File: src/rtl/stream_cfg.svh
// ====================
// build-time settings of the wide stream joiner
// FIFO_DEPTH must be a power of two and at least 2
// DATA_WIDTH must be a multiple of 8, one strobe per byte
// ====================

`ifndef STREAM_CFG_SVH
`define STREAM_CFG_SVH

// number of narrow lanes that are joined
`define NB_STREAMS 4

// width of one lane in bits
`define DATA_WIDTH 32

// entries in each lane FIFO
`define FIFO_DEPTH 4

// byte strobes per lane
`define STRB_WIDTH (`DATA_WIDTH / 8)

`endif
File: src/rtl/stream_pkg.sv
// ====================
// data and strobe types of the lanes and of the joined stream
// lane 0 sits in the low bits of the wide types
// ====================

`include "stream_cfg.svh"

package stream_pkg;

  // ====================
  // narrow lane types
  // ====================

  // one lane word
  typedef logic [`DATA_WIDTH-1:0] lane_data_t;

  // byte strobes of one lane word
  typedef logic [`STRB_WIDTH-1:0] lane_strb_t;

  // ====================
  // joined stream types
  // ====================

  // all lanes side by side
  typedef logic [`NB_STREAMS*`DATA_WIDTH-1:0] wide_data_t;
  typedef logic [`NB_STREAMS*`STRB_WIDTH-1:0] wide_strb_t;

endpackage

File: src/rtl/wide_stream_join.sv
// ====================
// joins NB_STREAMS skewed lanes into one wide stream
// lane FIFOs, then the fence, then one output register stage
// output comes at least two cycles after the last lane is taken
// ====================

`timescale 1ns/10ps

`include "stream_cfg.svh"

module wide_stream_join (
  input  logic                   clk_i,
  input  logic                   rst_ni,
  input  logic                   clear_i,
  // narrow lanes
  input  logic [`NB_STREAMS-1:0] lane_valid_i,
  input  stream_pkg::lane_data_t lane_data_i [`NB_STREAMS],
  input  stream_pkg::lane_strb_t lane_strb_i [`NB_STREAMS],
  output logic [`NB_STREAMS-1:0] lane_ready_o,
  // joined stream
  output logic                   out_valid_o,
  output stream_pkg::wide_data_t out_data_o,
  output stream_pkg::wide_strb_t out_strb_o,
  input  logic                   out_ready_i
);

  // ====================
  // internal wires
  // ====================

  // FIFO to fence
  logic [`NB_STREAMS-1:0] fifo_valid;
  stream_pkg::lane_data_t fifo_data [`NB_STREAMS];
  stream_pkg::lane_strb_t fifo_strb [`NB_STREAMS];
  logic [`NB_STREAMS-1:0] fifo_ready;

  // fence to slice, one valid per lane but always equal
  logic [`NB_STREAMS-1:0] fence_valid;
  stream_pkg::lane_data_t fence_data [`NB_STREAMS];
  stream_pkg::lane_strb_t fence_strb [`NB_STREAMS];

  // joined beat
  stream_pkg::wide_data_t join_data;
  stream_pkg::wide_strb_t join_strb;
  logic                   slice_ready;

  // ====================
  // lane FIFOs and concatenation
  // ====================

  for (genvar i = 0; i < `NB_STREAMS; i++)
  begin : gen_lane
    stream_fifo stream_fifo_inst (
      .clk_i        (clk_i),
      .rst_ni       (rst_ni),
      .clear_i      (clear_i),
      .push_valid_i (lane_valid_i[i]),
      .push_data_i  (lane_data_i[i]),
      .push_strb_i  (lane_strb_i[i]),
      .push_ready_o (lane_ready_o[i]),
      .pop_valid_o  (fifo_valid[i]),
      .pop_data_o   (fifo_data[i]),
      .pop_strb_o   (fifo_strb[i]),
      .pop_ready_i  (fifo_ready[i])
    );

    // lane 0 lands in the low bits
    assign join_data[i*`DATA_WIDTH +: `DATA_WIDTH] = fence_data[i];
    assign join_strb[i*`STRB_WIDTH +: `STRB_WIDTH] = fence_strb[i];
  end

  stream_fence stream_fence_inst (
    .clk_i        (clk_i),
    .rst_ni       (rst_ni),
    .clear_i      (clear_i),
    .push_valid_i (fifo_valid),
    .push_data_i  (fifo_data),
    .push_strb_i  (fifo_strb),
    .push_ready_o (fifo_ready),
    .pop_valid_o  (fence_valid),
    .pop_data_o   (fence_data),
    .pop_strb_o   (fence_strb),
    // slice ready fans out to every lane
    .pop_ready_i  ({`NB_STREAMS{slice_ready}})
  );

  // lane 0 valid stands for the whole joined beat
  stream_slice stream_slice_inst (
    .clk_i       (clk_i),
    .rst_ni      (rst_ni),
    .clear_i     (clear_i),
    .in_valid_i  (fence_valid[0]),
    .in_data_i   (join_data),
    .in_strb_i   (join_strb),
    .in_ready_o  (slice_ready),
    .out_valid_o (out_valid_o),
    .out_data_o  (out_data_o),
    .out_strb_o  (out_strb_o),
    .out_ready_i (out_ready_i)
  );

endmodule

File: src/rtl/stream_slice.sv
// ====================
// one register stage on the wide stream, full throughput
// cuts the combinational path from the fence to the outside
// ====================

`timescale 1ns/10ps

module stream_slice (
  input  logic                   clk_i,
  input  logic                   rst_ni,
  input  logic                   clear_i,
  // from the fence
  input  logic                   in_valid_i,
  input  stream_pkg::wide_data_t in_data_i,
  input  stream_pkg::wide_strb_t in_strb_i,
  output logic                   in_ready_o,
  // to the outside
  output logic                   out_valid_o,
  output stream_pkg::wide_data_t out_data_o,
  output stream_pkg::wide_strb_t out_strb_o,
  input  logic                   out_ready_i
);

  logic                   valid_q;
  stream_pkg::wide_data_t data_q;
  stream_pkg::wide_strb_t strb_q;

  logic load;

  // ====================
  // handshake
  // ====================

  // room when empty or when the held beat leaves this cycle
  assign in_ready_o = ~valid_q | out_ready_i;
  assign load       = in_valid_i & in_ready_o;

  // ====================
  // register stage
  // ====================

  always_ff @(posedge clk_i or negedge rst_ni)
  begin
    if (!rst_ni)
      valid_q <= 1'b0;
    else if (clear_i)
      valid_q <= 1'b0;
    else if (in_ready_o)
      // refill or drain in the same edge
      valid_q <= in_valid_i;
  end

  // payload follows the valid bit
  always_ff @(posedge clk_i)
  begin
    if (load)
    begin
      data_q <= in_data_i;
      strb_q <= in_strb_i;
    end
  end

  assign out_valid_o = valid_q;
  assign out_data_o  = data_q;
  assign out_strb_o  = strb_q;

endmodule

File: src/rtl/stream_fence.sv
// ====================
// lets the beats of all lanes leave together
// combinational from input to output, lane readies must all be the same
// early lanes are latched and held until the joined beat leaves
// ====================

`timescale 1ns/10ps

`include "stream_cfg.svh"

module stream_fence (
  input  logic                   clk_i,
  input  logic                   rst_ni,
  input  logic                   clear_i,
  // lanes coming in
  input  logic [`NB_STREAMS-1:0] push_valid_i,
  input  stream_pkg::lane_data_t push_data_i [`NB_STREAMS],
  input  stream_pkg::lane_strb_t push_strb_i [`NB_STREAMS],
  output logic [`NB_STREAMS-1:0] push_ready_o,
  // lanes going out, valid is shared
  output logic [`NB_STREAMS-1:0] pop_valid_o,
  output stream_pkg::lane_data_t pop_data_o  [`NB_STREAMS],
  output stream_pkg::lane_strb_t pop_strb_o  [`NB_STREAMS],
  input  logic [`NB_STREAMS-1:0] pop_ready_i
);

  // one bit per lane that has already handed over its beat
  logic [`NB_STREAMS-1:0] mask_q;
  logic [`NB_STREAMS-1:0] mask_d;

  // latched copies of early beats
  stream_pkg::lane_data_t data_q [`NB_STREAMS];
  stream_pkg::lane_strb_t strb_q [`NB_STREAMS];

  logic all_here;
  logic pop_ready;
  logic release_beat;

  // ====================
  // fence condition
  // ====================

  // every lane is either live or latched
  assign all_here     = &(push_valid_i | mask_q);
  assign pop_ready    = &pop_ready_i;
  assign release_beat = all_here & pop_ready;

  always_comb
  begin
    mask_d = mask_q;
    if (all_here)
    begin
      // joined beat stays put under back-pressure
      if (pop_ready)
        mask_d = '0;
    end
    else
    begin
      // arriving lanes join the mask
      mask_d = mask_q | push_valid_i;
    end
  end

  always_ff @(posedge clk_i or negedge rst_ni)
  begin
    if (!rst_ni)
      mask_q <= '0;
    else if (clear_i)
      mask_q <= '0;
    else
      mask_q <= mask_d;
  end

  // ====================
  // per-lane paths
  // ====================

  for (genvar i = 0; i < `NB_STREAMS; i++)
  begin : gen_lane
    // a latched lane waits, a live lane is taken into the mask
    // or leaves with the joined beat
    assign push_ready_o[i] = ~mask_q[i] & (all_here ? release_beat : 1'b1);

    assign pop_valid_o[i] = all_here;
    // latched copy wins over the live input
    assign pop_data_o[i]  = mask_q[i] ? data_q[i] : push_data_i[i];
    assign pop_strb_o[i]  = mask_q[i] ? strb_q[i] : push_strb_i[i];

    // capture an early beat on its way into the mask
    always_ff @(posedge clk_i)
    begin
      if (push_valid_i[i] && !mask_q[i] && !all_here)
      begin
        data_q[i] <= push_data_i[i];
        strb_q[i] <= push_strb_i[i];
      end
    end
  end

endmodule

File: src/rtl/stream_fifo.sv
// ====================
// per-lane valid/ready FIFO, registered output, no fall-through
// a push and a pop may happen in the same cycle
// ====================

`timescale 1ns/10ps

`include "stream_cfg.svh"

module stream_fifo (
  input  logic                   clk_i,
  input  logic                   rst_ni,
  input  logic                   clear_i,
  // write side
  input  logic                   push_valid_i,
  input  stream_pkg::lane_data_t push_data_i,
  input  stream_pkg::lane_strb_t push_strb_i,
  output logic                   push_ready_o,
  // read side
  output logic                   pop_valid_o,
  output stream_pkg::lane_data_t pop_data_o,
  output stream_pkg::lane_strb_t pop_strb_o,
  input  logic                   pop_ready_i
);

  localparam int unsigned DEPTH = `FIFO_DEPTH;
  localparam int unsigned PTR_W = $clog2(DEPTH);
  localparam int unsigned CNT_W = PTR_W + 1;

  // entry storage of lane words and strobes
  stream_pkg::lane_data_t data_mem [DEPTH];
  stream_pkg::lane_strb_t strb_mem [DEPTH];

  logic [PTR_W-1:0] wr_ptr_q;
  logic [PTR_W-1:0] rd_ptr_q;
  logic [CNT_W-1:0] count_q;

  logic push_fire;
  logic pop_fire;

  // ====================
  // handshake
  // ====================

  // ready while at least one free entry
  assign push_ready_o = (count_q != CNT_W'(DEPTH));
  // valid while anything is stored
  assign pop_valid_o  = (count_q != '0);

  assign push_fire = push_valid_i & push_ready_o;
  assign pop_fire  = pop_valid_o & pop_ready_i;

  // head of the queue is read straight from the storage
  assign pop_data_o = data_mem[rd_ptr_q];
  assign pop_strb_o = strb_mem[rd_ptr_q];

  // ====================
  // pointers and fill count
  // ====================

  always_ff @(posedge clk_i or negedge rst_ni)
  begin
    if (!rst_ni)
    begin
      wr_ptr_q <= '0;
      rd_ptr_q <= '0;
      count_q  <= '0;
    end
    else if (clear_i)
    begin
      // drop everything buffered
      wr_ptr_q <= '0;
      rd_ptr_q <= '0;
      count_q  <= '0;
    end
    else
    begin
      // pointers wrap by themselves since the depth is a power of two
      if (push_fire)
        wr_ptr_q <= wr_ptr_q + 1'b1;
      if (pop_fire)
        rd_ptr_q <= rd_ptr_q + 1'b1;
      // count moves only when one side is active alone
      if (push_fire && !pop_fire)
        count_q <= count_q + 1'b1;
      else if (pop_fire && !push_fire)
        count_q <= count_q - 1'b1;
    end
  end

  // write port
  always_ff @(posedge clk_i)
  begin
    if (push_fire)
    begin
      data_mem[wr_ptr_q] <= push_data_i;
      strb_mem[wr_ptr_q] <= push_strb_i;
    end
  end

endmodule

File: config.mk
export PLATFORM = sky130hd
export DESIGN_NAME = wide_stream_join
export DESIGN_NICKNAME = d
export VERILOG_FILES = /design/src/rtl/stream_pkg.sv /design/src/rtl/wide_stream_join.sv /design/src/rtl/stream_slice.sv /design/src/rtl/stream_fence.sv /design/src/rtl/stream_fifo.sv
export VERILOG_INCLUDE_DIRS = /design/src /design/src/rtl
export SDC_FILE = /design/constraint.sdc
export NUM_CORES = 1
export LEC_CHECK = 0
export BUFFER_PORTS_ARGS = -buffer_cell sky130_fd_sc_hd__buf_4
export CAP_MARGIN = 20
export CORE_MARGIN = 4
export CORE_UTILIZATION = 57
export DETAILED_ROUTE_END_ITERATION = 10
export GPL_TIMING_DRIVEN = 0
export HOLD_SLACK_MARGIN = 0.02
export PLACE_DENSITY = 0.74
export RECOVER_POWER = 100
export SYNTH_ARGS = -nofsm -noshare
export SYNTH_HDL_FRONTEND = slang
export SYNTH_SLANG_ARGS = --single-unit
File: constraint.sdc
create_clock -name clk_i -period 9.9 [get_ports clk_i]
set_input_delay 1.98 -clock clk_i [delete_from_list [all_inputs] [get_ports clk_i]]
set_output_delay 1.98 -clock clk_i [all_outputs]
set_load 0.05 [all_outputs]
==> metrics.cfg <==
[setup_path]
r2r-start = stream_fence_inst.mask_q[2]
worstReg2RegEnd = stream_slice_inst.out_data_o[71]
worstPathRequired_ns = 10.12
worst_setup_path_end_kind = register
cp_common_cell = clkbuf_1
crit_chain = clkbuf_4 > nor2b_1 > nor2_1 > clkbuf_1 > clkbuf_1
slowest_stage = nor2_1
max_stage_delay_ns = 1.39
crit_type = in -> reg
cp_max_fo = 23
reg2reg_slack_ns = 4.39
arrival_ns = 5.98
critPathLaunchType = input pin
worstRegToRegCells = 6

[die]
start_util = 0.576
die-height_um = 250
core_area_um2 = 57700
io_pins = 301
dieArea_um2 = 62300
die_w_um = 250
fp-row-count = 88

[power]
combPwrFrac = 0.284
internal-power_mw = 8.47
total_power_mw = 12.6
leakagePower_nw = 12.2
p_per_area_nw_per_um2 = 330
clockPowerShare = 0.259
p_sw_mw = 4.17
peakVddDrop_mv = 0.234
seqPwrFrac = 0.458
p_sw_frac = 0.330

[grt]
grt_use_total = 0.214
grt_overflow = 0
grt_max_degree = 34
grt_pass1_wl_mm = 102
antenna_found_initial = 15
grt_pass1_vias = 16600

[detailed_routing]
drt-pass1-iter-count = 5
drc = 0
vias_per_cell = 5.65
avgRoutedWirePerCell_um = 24.2
antenna_left = 0
vias = 15400
routed_wirelength_mm = 65.9
initialDrtViolationCount = 1110

[finish]
syn_to_final_growth_pct = 15.2
finalNetCount = 2048
fin_area_um2 = 38300
fillers = 3983
drive_gt1_frac = 0.218
layout.cells.non_filler = 2720

[clock_network]
cts.path.max_buffers = 3
cts_resized = 0
cts_hold_buffers = 0
h-tree-depth = 3
clkTransAtPathRegs_ns = 0.06
clock_latency_ns = 0.63
post_cts_buffers = 0
cts-root-buf = clkbuf_16
cts_sinks = 897
cts_tree = yes
cts-buffers-inserted = 88

[flow_run]
max-cap-violations = 17

[status]
violations = max-capacitance violations, max-slew violations
status = finished with violations

[placed_design]
portBuffers = 299
place.gp.congestion = 0.764
place_inst = 2551
dp_hpwl_mm = 42.4
place_area_um2 = 37200

[synth]
synth_seq_cells = 897
synthTopCellsByArea = edfxtp_1, mux4_2, mux2_2, dfrtp_1, ha_1
synthArstFlopShare = 0.0368
avgSynthCellArea_um2 = 23.0
yosysTopAreaCellShare = 0.780
netlist_area_um2 = 33300
synth_edf_count = 864
synthTopCellsByCount = edfxtp_1, mux2_2, mux4_2
synthCells = 1448
synth_ff_type = edfxtp_1
yosysSeqAreaShare = 0.805
syn_nets = 1620
yosysTopAreaCell = edfxtp_1
synth.most_common_cell = edfxtp_1
yosysWarnings = 0
synth_cell_type_count = 29

[timing]
maxSlewHeadroom = -0.282
rsz0062_at_grt = no
setup_violations = 0
max_freq_ghz = 0.174
hold_viol = 0
fin_crit_sh = 0.582
slew_violations = 405
fin_worst_skew_ns = 0.0177
fin_crit_ns = 5.76
tightestPinTransition_ns = 1.92
hold_ws_ns = 0.543

[min_path]
holdCritStartpoint = stream_fence_inst.data_q[3][28]
worstHoldEndpoint = stream_slice_inst.out_data_o[124]
hp-class = reg -> reg
hold_depth = 1

## placed cells by master (no fill, tap or decap), types with 5 or more instances in the layout
| master | n |
|---|---|
| edfxtp_1 | 864 |
| clkbuf_1 | 405 |
| mux4_2 | 144 |
| mux2_2 | 141 |
| clkbuf_16 | 90 |
| nor2_1 | 49 |
| dfrtp_1 | 33 |
| clkinv_1 | 19 |
| inv_1 | 16 |
| and3_1 | 16 |
| ha_1 | 16 |
| mux2_1 | 15 |
| nand2_1 | 13 |
| nor3_1 | 12 |
| diode_2 | 11 |
| clkinv_2 | 11 |
| a21oi_1 | 9 |
| bufinv_16 | 9 |
| xnor2_1 | 8 |
| xor2_1 | 8 |
| buf_2 | 6 |
| buf_4 | 5 |
| nor2b_1 | 5 |
| nor4_1 | 5 |
## per-layer routing
metal | vias to the layer above | track usage | share of wire
met2 | 412 | 0.354 | 0.51
met3 | 104 | 0.0555 | 0.065
li1 | 6820 | - | -
met1 | 8025 | 0.286 | 0.40
met5 | - | 0 | 0.0010
met4 | 10 | 0.0636 | 0.020
## area by class of cell
type / instances / area [µm²] / area share
sequential: 897 / 26800 / 0.699
multi-input combinational: 471 / 6120 / 0.160
clock buffer: 108 / 2320 / 0.0606
timing repair buffer: 338 / 1270 / 0.0332
tap: 765 / 957 / 0.0250
clock inverter: 50 / 518 / 0.0135
buffer: 64 / 267 / 0.00696
inverter: 16 / 60.1 / 0.00157
antenna: 11 / 27.5 / 0.000719
## registers in the layout, indices dropped and copies added (netlist names)
| name | cells |
|---|---|
| gen_lane.stream_fifo_inst.data_mem | 512 |
| stream_fence_inst.data_q | 128 |
| stream_slice_inst.out_data_o | 128 |
| gen_lane.stream_fifo_inst.strb_mem | 64 |
| stream_fence_inst.strb_q | 16 |
| stream_slice_inst.out_strb_o | 16 |
| gen_lane.stream_fifo_inst.count_q | 12 |
| gen_lane.stream_fifo_inst.rd_ptr_q | 8 |
| gen_lane.stream_fifo_inst.wr_ptr_q | 8 |
| stream_fence_inst.mask_q | 4 |
| stream_slice_inst.out_valid_o | 1 |
## power by group through the flow
stage | combinational [mW] | clock (mW) | sequential [mW]
6_report | 3.59 | 3.27 | 5.78
3_3_place_gp | 3.49 | 0 | 5.91
3_5_place_dp | 4.15 | 0 | 5.84
4_1_cts | 4.17 | 3.34 | 5.77
2_1_floorplan | 1.70 | 0 | 6.86
5_1_grt | 3.85 | 3.53 | 5.86
## cell families after synthesis
family / share of synthesized area
XOR/XNOR: 0.00421
AO/OA/AOI/OAI: 0.00602
flip-flops: 0.805
adder cells (fa/ha/maj): 0.00843
AND/OR/NAND/NOR: 0.0159
multiplexers: 0.150
buffers and inverters: 0.0100
## worst max-delay path by stage
stage,start,endpoint,slack (ns),cells past startpoint
2_1_floorplan,out_ready_i,stream_slice_inst.out_data_o[0],1.20,2
5_1_grt,out_ready_i,stream_slice_inst.out_data_o[70],3.90,5
3_3_place_gp,out_ready_i,stream_slice_inst.out_data_o[59],-4.04,3
6_report,out_ready_i,stream_slice_inst.out_data_o[71],4.14,5
3_5_place_dp,out_ready_i,gen_lane[1].stream_fifo_inst.count_q[2],5.70,8
4_1_cts,gen_lane[0].stream_fifo_inst.count_q[1],lane_ready_o[0],5.84,4
## worst max-delay path, delay by kind of cell
| kind | cells | cell delay, ns |
|---|---|---|
| buf+inv | 3 | 2.47 |
| simple gates | 2 | 1.50 |
## metrics by stage
stage / util / setup WS, ns / TNS, ns
floorplan: - / 1.20 / 0
global route: 0.664 / 3.90 / 0
CTS: 0.694 / 5.84 / 0
finish: 0.664 / 4.14 / 0
global placement: 0.632 / -4.04 / -580.07
detailed placement: 0.644 / 5.70 / 0
No activity file was read; power rests on OpenSTA's default activity.
